**config.mk**
```make
export PLATFORM = sky130hd
export DESIGN_NAME = echo_router_top
export DESIGN_NICKNAME = d
export VERILOG_FILES = /design/src/verilog/router_pkg.sv /design/src/verilog/axis_ifc.sv /design/src/verilog/echo_port.sv /design/src/verilog/echo_router_top.sv /design/src/verilog/pkt_fifo.sv /design/src/verilog/router_regs.sv
export SDC_FILE = /design/constraint.sdc
export NUM_CORES = 2
export LEC_CHECK = 0
export BUFFER_PORTS_ARGS = -buffer_cell sky130_fd_sc_hd__buf_2
export CAP_MARGIN = 20
export CORE_UTILIZATION = 62
export CTS_CLUSTER_DIAMETER = 150
export CTS_CLUSTER_SIZE = 16
export DETAILED_ROUTE_END_ITERATION = 8
export PLACE_DENSITY = 0.75
export SKIP_LAST_GASP = 1
export SLEW_MARGIN = 10
export SYNTH_ARGS = -nofsm -noshare
export SYNTH_HDL_FRONTEND = slang
export SYNTH_HIERARCHICAL = 1
export SYNTH_SLANG_ARGS = --single-unit
```
**constraint.sdc**
```tcl
create_clock -name phys_port_clk_ifc -period 4.5 [get_ports phys_port_clk_ifc]
set_input_delay 0.675 -clock phys_port_clk_ifc [delete_from_list [all_inputs] [get_ports phys_port_clk_ifc]]
set_output_delay 0.675 -clock phys_port_clk_ifc [all_outputs]
set_load 0.02 [all_outputs]
```
**src/verilog/router_pkg.sv**
```systemverilog
/* Widths, register map and payload types shared by the echo router RTL.
   Imported by every module that needs a constant or a type. */
package router_pkg;

    //////////////////////////////////////////////////////////////////////
    // Sizes

    localparam int NUM_PORTS      = 2;
    localparam int COUNTER_WIDTH  = 16;
    localparam int FIFO_DEPTH     = 32;
    localparam int FIFO_PTR_WIDTH = $clog2(FIFO_DEPTH);

    localparam int APB_ADDR_WIDTH = 8;
    localparam int APB_DATA_WIDTH = 32;

    //////////////////////////////////////////////////////////////////////
    // Payload and counter types

    // Port 0 carries bytes, port 1 carries whole 32-bit words
    typedef logic [7:0]               word8_t;
    typedef logic [31:0]              word32_t;

    typedef logic [COUNTER_WIDTH-1:0] counter_t;

    typedef logic [APB_ADDR_WIDTH-1:0] apb_addr_t;

    //////////////////////////////////////////////////////////////////////
    // Register map

    // Bit n enables port n
    localparam apb_addr_t REG_PORT_ENABLE    = 8'h00;

    // Write 1 to bit n to clear both counters of port n, reads as 0
    localparam apb_addr_t REG_COUNTER_CLEAR  = 8'h04;

    // Per-port counters are interleaved, stride 8
    localparam apb_addr_t REG_ING_COUNT_BASE = 8'h08;
    localparam apb_addr_t REG_EGR_COUNT_BASE = 8'h0C;
    localparam int        REG_COUNT_STRIDE   = 8;

endpackage

```
**src/verilog/axis_ifc.sv**
```systemverilog
/* Packet stream between router blocks, one word per valid/ready transfer.
   The payload type is set per instance so one definition serves both port widths. */
interface axis_ifc #(
    parameter type data_t = router_pkg::word8_t
);

    data_t tdata;
    logic  tvalid;
    logic  tready;
    logic  tlast;

    // Producer of words
    modport source (
        output tdata,
        output tvalid,
        output tlast,
        input  tready
    );

    // Consumer of words
    modport sink (
        input  tdata,
        input  tvalid,
        input  tlast,
        output tready
    );

endinterface

```
**src/verilog/echo_port.sv**
```systemverilog
/* One physical port's echo path: per-packet enable gating, the word FIFO and
   the ingress and egress packet counters that the register block reads back. */
module echo_port #(
    parameter type data_t = router_pkg::word8_t
) (
    input  logic               phys_port_clk_ifc,
    input  logic               rst_n,
    axis_ifc.sink              ing,
    axis_ifc.source            egr,
    input  logic               enable,
    input  logic               clear,
    output router_pkg::counter_t ing_count,
    output router_pkg::counter_t egr_count
);

    axis_ifc #(.data_t(data_t)) fifo_in ();

    logic in_pkt;
    logic dropping;
    logic drop_now;
    logic ing_fire;
    logic egr_fire;

    // Enable only counts on the first word, later words follow the packet's fate
    assign drop_now = in_pkt ? dropping : !enable;

    assign fifo_in.tdata  = ing.tdata;
    assign fifo_in.tlast  = ing.tlast;
    assign fifo_in.tvalid = ing.tvalid && !drop_now;

    // Dropped words are swallowed at full rate
    assign ing.tready = drop_now ? 1'b1 : fifo_in.tready;

    assign ing_fire = ing.tvalid && ing.tready;
    assign egr_fire = egr.tvalid && egr.tready;

    always_ff @(posedge phys_port_clk_ifc or negedge rst_n) begin
        if (!rst_n) begin
            in_pkt   <= 1'b0;
            dropping <= 1'b0;
        end else if (ing_fire) begin
            in_pkt   <= !ing.tlast;
            dropping <= drop_now;
        end
    end

    pkt_fifo #(
        .data_t (data_t)
    ) u_fifo (
        .phys_port_clk_ifc (phys_port_clk_ifc),
        .rst_n             (rst_n),
        .wr                (fifo_in),
        .rd                (egr)
    );

    //////////////////////////////////////////////////////////////////////
    // Packet counters

    // Clear wins over a coincident increment
    always_ff @(posedge phys_port_clk_ifc or negedge rst_n) begin
        if (!rst_n) begin
            ing_count <= '0;
            egr_count <= '0;
        end else if (clear) begin
            ing_count <= '0;
            egr_count <= '0;
        end else begin
            if (ing_fire && ing.tlast && !drop_now) begin
                ing_count <= ing_count + 1'b1;
            end
            if (egr_fire && egr.tlast) begin
                egr_count <= egr_count + 1'b1;
            end
        end
    end

    //////////////////////////////////////////////////////////////////////
    // Checks

    // A packet is forwarded or dropped as a whole
    a_drop_stable_in_pkt: assert property (@(posedge phys_port_clk_ifc) disable iff (!rst_n)
        in_pkt |=> !in_pkt || $stable(dropping))
        else $error("echo_port drop decision changed inside a packet");

endmodule

```
**src/verilog/echo_router_top.sv**
```systemverilog
/* Two-port echo router: each packet leaves on the port it arrived on.
   Port 0 is byte wide, port 1 is 32 bits wide, control is over APB. */
module echo_router_top (
    input  logic                                phys_port_clk_ifc,
    input  logic                                rst_n,

    input  router_pkg::word8_t                  ing0_tdata,
    input  logic                                ing0_tvalid,
    output logic                                ing0_tready,
    input  logic                                ing0_tlast,
    output router_pkg::word8_t                  egr0_tdata,
    output logic                                egr0_tvalid,
    input  logic                                egr0_tready,
    output logic                                egr0_tlast,

    input  router_pkg::word32_t                 ing1_tdata,
    input  logic                                ing1_tvalid,
    output logic                                ing1_tready,
    input  logic                                ing1_tlast,
    output router_pkg::word32_t                 egr1_tdata,
    output logic                                egr1_tvalid,
    input  logic                                egr1_tready,
    output logic                                egr1_tlast,

    input  logic                                psel,
    input  logic                                penable,
    input  logic                                pwrite,
    input  logic [router_pkg::APB_ADDR_WIDTH-1:0] paddr,
    input  logic [router_pkg::APB_DATA_WIDTH-1:0] pwdata,
    output logic [router_pkg::APB_DATA_WIDTH-1:0] prdata,
    output logic                                pready,
    output logic                                pslverr
);

    import router_pkg::*;

    logic [NUM_PORTS-1:0] port_enable;
    logic [NUM_PORTS-1:0] counter_clear;
    counter_t             ing_counts [NUM_PORTS];
    counter_t             egr_counts [NUM_PORTS];

    axis_ifc #(.data_t(word8_t))  ing0_bus ();
    axis_ifc #(.data_t(word8_t))  egr0_bus ();
    axis_ifc #(.data_t(word32_t)) ing1_bus ();
    axis_ifc #(.data_t(word32_t)) egr1_bus ();

    //////////////////////////////////////////////////////////////////////
    // Port 0, byte stream

    assign ing0_bus.tdata  = ing0_tdata;
    assign ing0_bus.tvalid = ing0_tvalid;
    assign ing0_bus.tlast  = ing0_tlast;
    assign ing0_tready     = ing0_bus.tready;

    assign egr0_tdata      = egr0_bus.tdata;
    assign egr0_tvalid     = egr0_bus.tvalid;
    assign egr0_tlast      = egr0_bus.tlast;
    assign egr0_bus.tready = egr0_tready;

    echo_port #(.data_t(word8_t)) u_port0 (
        .phys_port_clk_ifc (phys_port_clk_ifc),
        .rst_n             (rst_n),
        .ing               (ing0_bus),
        .egr               (egr0_bus),
        .enable            (port_enable[0]),
        .clear             (counter_clear[0]),
        .ing_count         (ing_counts[0]),
        .egr_count         (egr_counts[0])
    );

    //////////////////////////////////////////////////////////////////////
    // Port 1, word stream

    assign ing1_bus.tdata  = ing1_tdata;
    assign ing1_bus.tvalid = ing1_tvalid;
    assign ing1_bus.tlast  = ing1_tlast;
    assign ing1_tready     = ing1_bus.tready;

    assign egr1_tdata      = egr1_bus.tdata;
    assign egr1_tvalid     = egr1_bus.tvalid;
    assign egr1_tlast      = egr1_bus.tlast;
    assign egr1_bus.tready = egr1_tready;

    echo_port #(.data_t(word32_t)) u_port1 (
        .phys_port_clk_ifc (phys_port_clk_ifc),
        .rst_n             (rst_n),
        .ing               (ing1_bus),
        .egr               (egr1_bus),
        .enable            (port_enable[1]),
        .clear             (counter_clear[1]),
        .ing_count         (ing_counts[1]),
        .egr_count         (egr_counts[1])
    );

    router_regs u_regs (
        .phys_port_clk_ifc (phys_port_clk_ifc),
        .rst_n             (rst_n),
        .psel              (psel),
        .penable           (penable),
        .pwrite            (pwrite),
        .paddr             (paddr),
        .pwdata            (pwdata),
        .prdata            (prdata),
        .pready            (pready),
        .pslverr           (pslverr),
        .port_enable       (port_enable),
        .counter_clear     (counter_clear),
        .ing_counts        (ing_counts),
        .egr_counts        (egr_counts)
    );

endmodule

```
**src/verilog/pkt_fifo.sv**
```systemverilog
/* Word FIFO for one port's stream; data and tlast are stored side by side.
   Ingress back-pressure comes from the full flag, so no word is ever dropped. */
module pkt_fifo #(
    parameter type data_t = router_pkg::word8_t
) (
    input logic    phys_port_clk_ifc,
    input logic    rst_n,
    axis_ifc.sink  wr,
    axis_ifc.source rd
);

    import router_pkg::*;

    typedef struct packed {
        data_t data;
        logic  last;
    } entry_t;

    entry_t                    mem [FIFO_DEPTH];
    logic [FIFO_PTR_WIDTH-1:0] wr_ptr;
    logic [FIFO_PTR_WIDTH-1:0] rd_ptr;
    logic [FIFO_PTR_WIDTH:0]   count;

    logic wr_fire;
    logic rd_fire;

    assign wr.tready = (count != FIFO_DEPTH);
    assign rd.tvalid = (count != 0);
    assign rd.tdata  = mem[rd_ptr].data;
    assign rd.tlast  = mem[rd_ptr].last;

    assign wr_fire = wr.tvalid && wr.tready;
    assign rd_fire = rd.tvalid && rd.tready;

    // Storage
    always_ff @(posedge phys_port_clk_ifc) begin
        if (wr_fire) begin
            mem[wr_ptr] <= '{data: wr.tdata, last: wr.tlast};
        end
    end

    // Pointers wrap naturally since the depth is a power of two
    always_ff @(posedge phys_port_clk_ifc or negedge rst_n) begin
        if (!rst_n) begin
            wr_ptr <= '0;
            rd_ptr <= '0;
            count  <= '0;
        end else begin
            if (wr_fire) begin
                wr_ptr <= wr_ptr + 1'b1;
            end
            if (rd_fire) begin
                rd_ptr <= rd_ptr + 1'b1;
            end
            case ({wr_fire, rd_fire})
                2'b10:   count <= count + 1'b1;
                2'b01:   count <= count - 1'b1;
                default: count <= count;
            endcase
        end
    end

    //////////////////////////////////////////////////////////////////////
    // Guards

    // A write while full would push the count past the depth
    a_no_write_when_full: assert property (@(posedge phys_port_clk_ifc) disable iff (!rst_n)
        count == FIFO_DEPTH |=> count == FIFO_DEPTH || count == FIFO_DEPTH - 1)
        else $error("pkt_fifo write while full");

    // A read while empty would wrap the count below zero
    a_no_read_when_empty: assert property (@(posedge phys_port_clk_ifc) disable iff (!rst_n)
        count == 0 |=> count <= 1)
        else $error("pkt_fifo read while empty");

    // Occupancy and pointers must agree when drained
    a_empty_ptrs_match: assert property (@(posedge phys_port_clk_ifc) disable iff (!rst_n)
        count == 0 |-> wr_ptr == rd_ptr)
        else $error("pkt_fifo pointers out of step with count");

endmodule

```
**src/verilog/router_regs.sv**
```systemverilog
/* APB register block: port enables, counter clear pulses and counter readback.
   Zero wait states, so every access is one setup and one access cycle. */
module router_regs (
    input  logic                                phys_port_clk_ifc,
    input  logic                                rst_n,
    input  logic                                psel,
    input  logic                                penable,
    input  logic                                pwrite,
    input  logic [router_pkg::APB_ADDR_WIDTH-1:0] paddr,
    input  logic [router_pkg::APB_DATA_WIDTH-1:0] pwdata,
    output logic [router_pkg::APB_DATA_WIDTH-1:0] prdata,
    output logic                                pready,
    output logic                                pslverr,
    output logic [router_pkg::NUM_PORTS-1:0]    port_enable,
    output logic [router_pkg::NUM_PORTS-1:0]    counter_clear,
    input  router_pkg::counter_t                ing_counts [router_pkg::NUM_PORTS],
    input  router_pkg::counter_t                egr_counts [router_pkg::NUM_PORTS]
);

    import router_pkg::*;

    logic                      access;
    logic                      wr_en;
    logic                      mapped;
    logic [APB_DATA_WIDTH-1:0] rd_data;

    assign access = psel && penable;
    assign wr_en  = access && pwrite;

    assign pready = 1'b1;

    //////////////////////////////////////////////////////////////////////
    // Address decode and read mux

    always_comb begin
        mapped  = 1'b0;
        rd_data = '0;
        if (paddr == REG_PORT_ENABLE) begin
            mapped  = 1'b1;
            rd_data = APB_DATA_WIDTH'(port_enable);
        end else if (paddr == REG_COUNTER_CLEAR) begin
            mapped = 1'b1;
        end
        for (int p = 0; p < NUM_PORTS; p++) begin
            if (paddr == apb_addr_t'(REG_ING_COUNT_BASE + REG_COUNT_STRIDE * p)) begin
                mapped  = 1'b1;
                rd_data = APB_DATA_WIDTH'(ing_counts[p]);
            end
            if (paddr == apb_addr_t'(REG_EGR_COUNT_BASE + REG_COUNT_STRIDE * p)) begin
                mapped  = 1'b1;
                rd_data = APB_DATA_WIDTH'(egr_counts[p]);
            end
        end
    end

    // Unmapped reads return 0 with an error
    assign prdata  = (access && mapped && !pwrite) ? rd_data : '0;
    assign pslverr = access && !mapped;

    //////////////////////////////////////////////////////////////////////
    // Registers

    always_ff @(posedge phys_port_clk_ifc or negedge rst_n) begin
        if (!rst_n) begin
            port_enable   <= '0;
            counter_clear <= '0;
        end else begin
            if (wr_en && paddr == REG_PORT_ENABLE) begin
                port_enable <= pwdata[NUM_PORTS-1:0];
            end
            // Single-cycle pulse
            if (wr_en && paddr == REG_COUNTER_CLEAR) begin
                counter_clear <= pwdata[NUM_PORTS-1:0];
            end else begin
                counter_clear <= '0;
            end
        end
    end

    // Master must hold address and direction from setup into access
    a_apb_stable: assert property (@(posedge phys_port_clk_ifc) disable iff (!rst_n)
        access |-> $stable(paddr) && $stable(pwrite))
        else $error("router_regs paddr or pwrite changed between setup and access");

endmodule
```
Yosys cells after proc, flatten, opt, wreduce, memory -nomap -nowiden
Memories as Yosys holds them, arrays and structs flattened. Index checks and enable logic that the tools add are counted.

Bits in registers: 104. Latch bits: 0. Bits in writable memories: 1344. Memory bits (read-only): 0. Output and inout port bits: 80. Memories: 2.

Memory list: u_port1.u_fifo.mem (depth 32, width 33, rd ports 1, clocked after Yosys merged registers in 0, write ports 1, RTL line pkt_fifo.sv:19) `entry_t mem [FIFO_DEPTH];`; u_port0.u_fifo.mem (depth 32, width 9, rd ports 1, clocked after Yosys merged registers in 0, write ports 1, RTL line pkt_fifo.sv:19).

Add/sub/neg operators: 12. Multipliers: 0. Div/mod/pow operators: 0. Order comparisons: 0. Equality and inequality tests: 11. Shifts and indexed selects: 0. Multiplexer cells: 31. Bitwise operators: 0. Reductions and logical operators: 38.

Operators by type and width (number): $mux 32 (5); $mux 16 (8); $add 16x1->16 const B (4); $pmux 6 s2 (2); $logic_and 1x1->1 (21); $add 5x1->5 const B (4); $eq 8x4->1 const B (2); $eq 8x5->1 const B (2); $mux 1 (14); $add 6x1->6 const B (2); $ne 6x6->1 const B (2); $reduce_bool 2->1 (6); $reduce_bool 6->1 (2); $sub 6x1->6 const B (2); $eq 8x3->1 const B (1); $logic_not 1->1 (8); $logic_not 8->1 (1); $eq 2x1->1 const B (2); $eq 2x2->1 const B (2); $mux 2 (2).

Depth between registers and ports, before layout
Depth after elaboration: 10. Depth in mapped cells: 14.

Cells and area by module
Netlist, hierarchy kept.

Modules (own cells, without submodules): pkt_fifo at u_port1.u_fifo (instances 1, cells an instance 1860, area each 40908.0 µm², seq. area each 32110.8 µm²); pkt_fifo at u_port0.u_fifo (instances 1, cells an instance 616, area each 12152.9 µm², seq. area each 9048.7 µm²); echo_port (instances 2, cells an instance 183, area each 1735.4 µm², seq. area each 850.8 µm²); router_regs (instances 1, cells an instance 122, area each 1101.1 µm², seq. area each 100.1 µm²).

Worst setup path after synthesis
Ideal clock, no wire load.

Path type: input to register. From: input port ing1_tvalid. To: memory u_port1/u_fifo/mem[29][0] in the netlist's numbering (enable). Data arrival time: 2866 ps. Slack: 1211 ps. Stages on the path: 6. Path buffers: 1. Cell sequence: inv_1 > a21oi_1 > o31a_1 > clkbuf_1 > nand2_1 > nor2_1.

Word-level cells in the longest chain between the ends: 4.

RTL lines: start: declaration (RTL line echo_router_top.sv:17) `input logic ing1_tvalid,`; $logic_and 1x1->1 (RTL line echo_port.sv:29) `assign fifo_in.tvalid = ing.tvalid && !drop_now;`; via u_port1.fifo_in.tvalid (RTL line axis_ifc.sv:8) `logic tvalid;`; $logic_and 1x1->1 (RTL line pkt_fifo.sv:32) `assign wr_fire = wr.tvalid && wr.tready;`; $mux 1 (RTL line pkt_fifo.sv:37) `if (wr_fire) begin`; $mux 1 (implied by the code) (RTL line pkt_fifo.sv:38) `mem[wr_ptr] <= '{data: wr.tdata, last: wr.tlast};`; end: declaration (RTL line pkt_fifo.sv:19).

The timed path passes the listed nets, and every way through them passes these cells.

Final worst setup path
From: register u_port1.u_fifo.rd_ptr[1]. To: output port egr1_tdata[20].

Word-level cells in the longest chain between the ends: 1.

RTL lines: start: declaration (RTL line pkt_fifo.sv:21) `logic [FIFO_PTR_WIDTH-1:0] rd_ptr;`; start signal: assignment (RTL line pkt_fifo.sv:53) `rd_ptr <= rd_ptr + 1'b1;`; $mem_v2 32x33; end: declaration (RTL line echo_router_top.sv:20) `output router_pkg::word32_t egr1_tdata,`.

Every way passes these cells.

==> metrics.cfg <==
[timing]
worstMarginPinSlew_ns=1.14
slew_viol_final=0
max_freq_mhz=228
skew_ns=0.0190
post-route-period-util_pct=97.3
hold_viol=0
timing.hold.ws_ns=0.110
grt_setup_unrepaired=false
setup_viol=0
maxSlewHeadroom_pct=23.8
fin_ws_ns=0.123
finalSetupTns_ns=0
layout_min_cycle_time_ns=4.38

[power_and_ir_drop]
p_total_mw=34.1
p_leak_nw=20.3
peakVddDrop_uv=484
power_density_mw_per_mm2=543

[die]
io_pins=171
die_w_um=307
rows=111
die_height_um=307
fp.coreArea_mm2=0.0918
initial_core_util_pct=62.8
fp.dieArea_mm2=0.0942

[detailed_routing]
wl_met1_um=48400
drt-total-wl_um=128000
drc_errors=0
met2_wirelength_um=66200
vias=29548
ant_nets=0
via_per_inst=6.76
drtIter0Drc=3354
wl_per_cell_um=29.3
top_layer=met5
drt_first_pass_iters=6
routed-wl-met3_um=9280

[grt]
grt_max_degree=76
grt.overflow.total=0
antenna_found_initial=5
grt_usage_pct=27.6
grt_pass1_wl_um=190000
grt_pass1_vias=29721

[cts]
cts_max_level=3
clk_latency_ns=0.69
cts_buffer_depth=3
cts_sinks=1448
cts_tree=built
cts_setup_buffers=0
cts-root-buf=clkbuf_16
hold_buffers=0
cts_buffers=100
cts.reportedPaths.clkPinSlew_ns=0.07

[run_status]
status=finished, final reports clean

[layout]
area_delta_synth_final_pct=8.82
final_cells=4374
drive_above_1_share_pct=20.0
layout.nets=3225
n_fill_cell=5656

[worst_setup_path]
critPathMaxFanout=53
cp_num_cells=6
critPathRequiredTime_ns=3.83
critPathKind=reg2out
worst-path-buf-inv=2
endpoint_kind=primary output
crit_family=compound AO/OA/AOI/OAI gates
setup.worst_path.start_class=flip-flop
critPathArrivalTime_ns=3.70
crit_chain=nand3b_1 > buf_4 > o22ai_1 > a211oi_1 > a21oi_1 > buf_2
slowest_delay_ns=0.86
reg2reg_depth=8
cp_slowest_cell=dfrtp_4
reg2reg_slack_ns=0.80

[synthesis]
ys_ff_latch=1448
synthCells=2964
avgSynthCellArea_um2=19.4
synthArstFlopShare_pct=7.18
synth.yosys.seq_area_share_pct=74.5
synth_edf_count=1344
ys_warn_count=6
synthesis.area_mm2=0.0576
synth_ff_type=edfxtp_1
synth.distinct_cells=72

[run]
maxCapViolCount=0

[placement]
port_buffers=123
gp_congestion=0.828
dp_cells=4247
dp_hpwl_um=74100
place_ws_ns=0.755

[min_path]
hold_class=in2async

-- where the power goes --
part	leakage (nW)	total [mW]	internal, mW	switching [mW]
Clock	1.32	8.28	4.10	4.17
Sequential	13.4	15.8	15.0	0.769
Combinational	5.57	9.99	4.27	5.73
Total	20.3	34.1	23.4	10.7
-- flip-flops by register name, summed over array words and instances, names as in the netlist --
| register | count |
|---|---|
| u_port0/u_fifo/mem | 288 |
| u_port1/in_pkt | 1 |
| u_port1/dropping | 1 |
| u_regs/counter_clear | 2 |
| u_port0/ing_count | 16 |
| u_port0/u_fifo/rd_ptr | 5 |
| u_port0/u_fifo/count | 6 |
| u_port0/egr_count | 16 |
| u_port1/u_fifo/wr_ptr | 5 |
| u_port0/u_fifo/wr_ptr | 5 |
| u_port0/in_pkt | 1 |
| u_port1/egr_count | 16 |
| u_port1/ing_count | 16 |
| u_port1/u_fifo/count | 6 |
| u_port0/dropping | 1 |
| u_port1/u_fifo/rd_ptr | 5 |
| u_port1/u_fifo/mem | 1056 |
| u_regs/port_enable | 2 |
-- cell type report --
| class | instances | area (um2) | share of cell area (%) |
|---|---|---|---|
| flip-flops and latches | 1448 | 43000 | 68.5 |
| multi-input cells | 1309 | 13800 | 22.0 |
| clock buffers | 120 | 2640 | 4.21 |
| repair buffers | 212 | 1560 | 2.48 |
| well taps | 1243 | 1560 | 2.48 |
| inverters | 37 | 139 | 0.221 |
| clock inverters | 4 | 61.3 | 0.0978 |
| diodes | 1 | 2.50 | 0.00399 |
-- cell usage after synthesis (all sizes together), types with 7 or more instances --
cell | count | area share [%]
nand2 | 50 | 0.33
nor4 | 7 | 0.10
a21oi | 85 | 0.74
mux2i | 197 | 3.4
a22oi | 42 | 0.55
xnor2 | 36 | 0.55
xor2 | 16 | 0.24
dfrtp | 104 | 4.5
mux4 | 254 | 10
ha | 24 | 0.52
o21a | 7 | 0.091
o22ai | 41 | 0.45
nand3 | 35 | 0.30
or3 | 20 | 0.22
clkbuf | 71 | 0.46
o31ai | 10 | 0.13
nand2b | 9 | 0.12
a211oi | 81 | 1.1
edfxtp | 1344 | 70
inv | 37 | 0.24
mux2 | 10 | 0.20
or4 | 10 | 0.13
a22o | 41 | 0.62
nor2 | 111 | 0.72
o221ai | 42 | 0.64
buf | 114 | 1.5
o21ai | 40 | 0.35
a2111oi | 12 | 0.23
nor2b | 9 | 0.098
nand4 | 24 | 0.29
and4 | 7 | 0.11
-- worst paths after layout --
kind,to,from
setup / recovery,egr1_tdata[20],u_port1/u_fifo/rd_ptr[1]
min in group phys_port_clk_ifc,u_regs/counter_clear[1],pwdata[1]
hold reg to reg,u_port0/dropping,u_port0/dropping
hold / removal,u_port0/u_fifo/wr_ptr[4],rst_n
max in group asynchronous,u_port0/in_pkt,rst_n
setup reg to reg,u_port1/egr_count[13],u_port1/u_fifo/rd_ptr[1]
-- what timing repair did --
item	CTS	global route
resized for setup	1	0
endpoints found under the setup margin	1	0
endpoints found under the hold margin	0	0
-- routing by layer --
metal  vias up  global-route usage, %
met3       267                   3.57
met2      1341                   47.1
li1      12427                      -
met4         2                   9.31
met1     15511                   37.1
met5         -                      0
-- through the flow --
stage	utilization, %	area (um2)
3_3_place_gp	65.3	60000
5_1_grt	68.3	62700
2_1_floorplan	-	57700
3_5_place_dp	65.3	60000
6_report	68.3	62700
4_1_cts	68.3	62700
-- logic make-up after synthesis --
family,share of synthesized area [%]
buffers and inverters,2.16
adders and majority gates,0.591
xor gates and xnor gates,0.790
muxes,13.6
DFF,74.5
AOI/OAI and AO/OA,5.34
and+or+nand+nor,2.94
other,0.0130
-- cell usage in the layout, fill, tap and decap left out, drive strengths merged, types with 6 or more instances in the layout --
| cell | count |
|---|---|
| a2111oi | 12 |
| a211oi | 81 |
| a21oi | 85 |
| a221oi | 6 |
| a22o | 41 |
| a22oi | 42 |
| and4 | 7 |
| buf | 212 |
| clkbuf | 120 |
| conb | 17 |
| dfrtp | 104 |
| edfxtp | 1344 |
| ha | 24 |
| inv | 39 |
| mux2 | 10 |
| mux2i | 197 |
| mux4 | 254 |
| nand2 | 50 |
| nand2b | 9 |
| nand3 | 35 |
| nand3b | 6 |
| nand4 | 24 |
| nor2 | 111 |
| nor2b | 9 |
| nor4 | 7 |
| o21a | 7 |
| o21ai | 40 |
| o221ai | 42 |
| o22ai | 41 |
| o31ai | 10 |
| or3 | 20 |
| or4 | 10 |
| xnor2 | 36 |
| xor2 | 16 |
No activity file was read; power rests on OpenSTA's default activity.
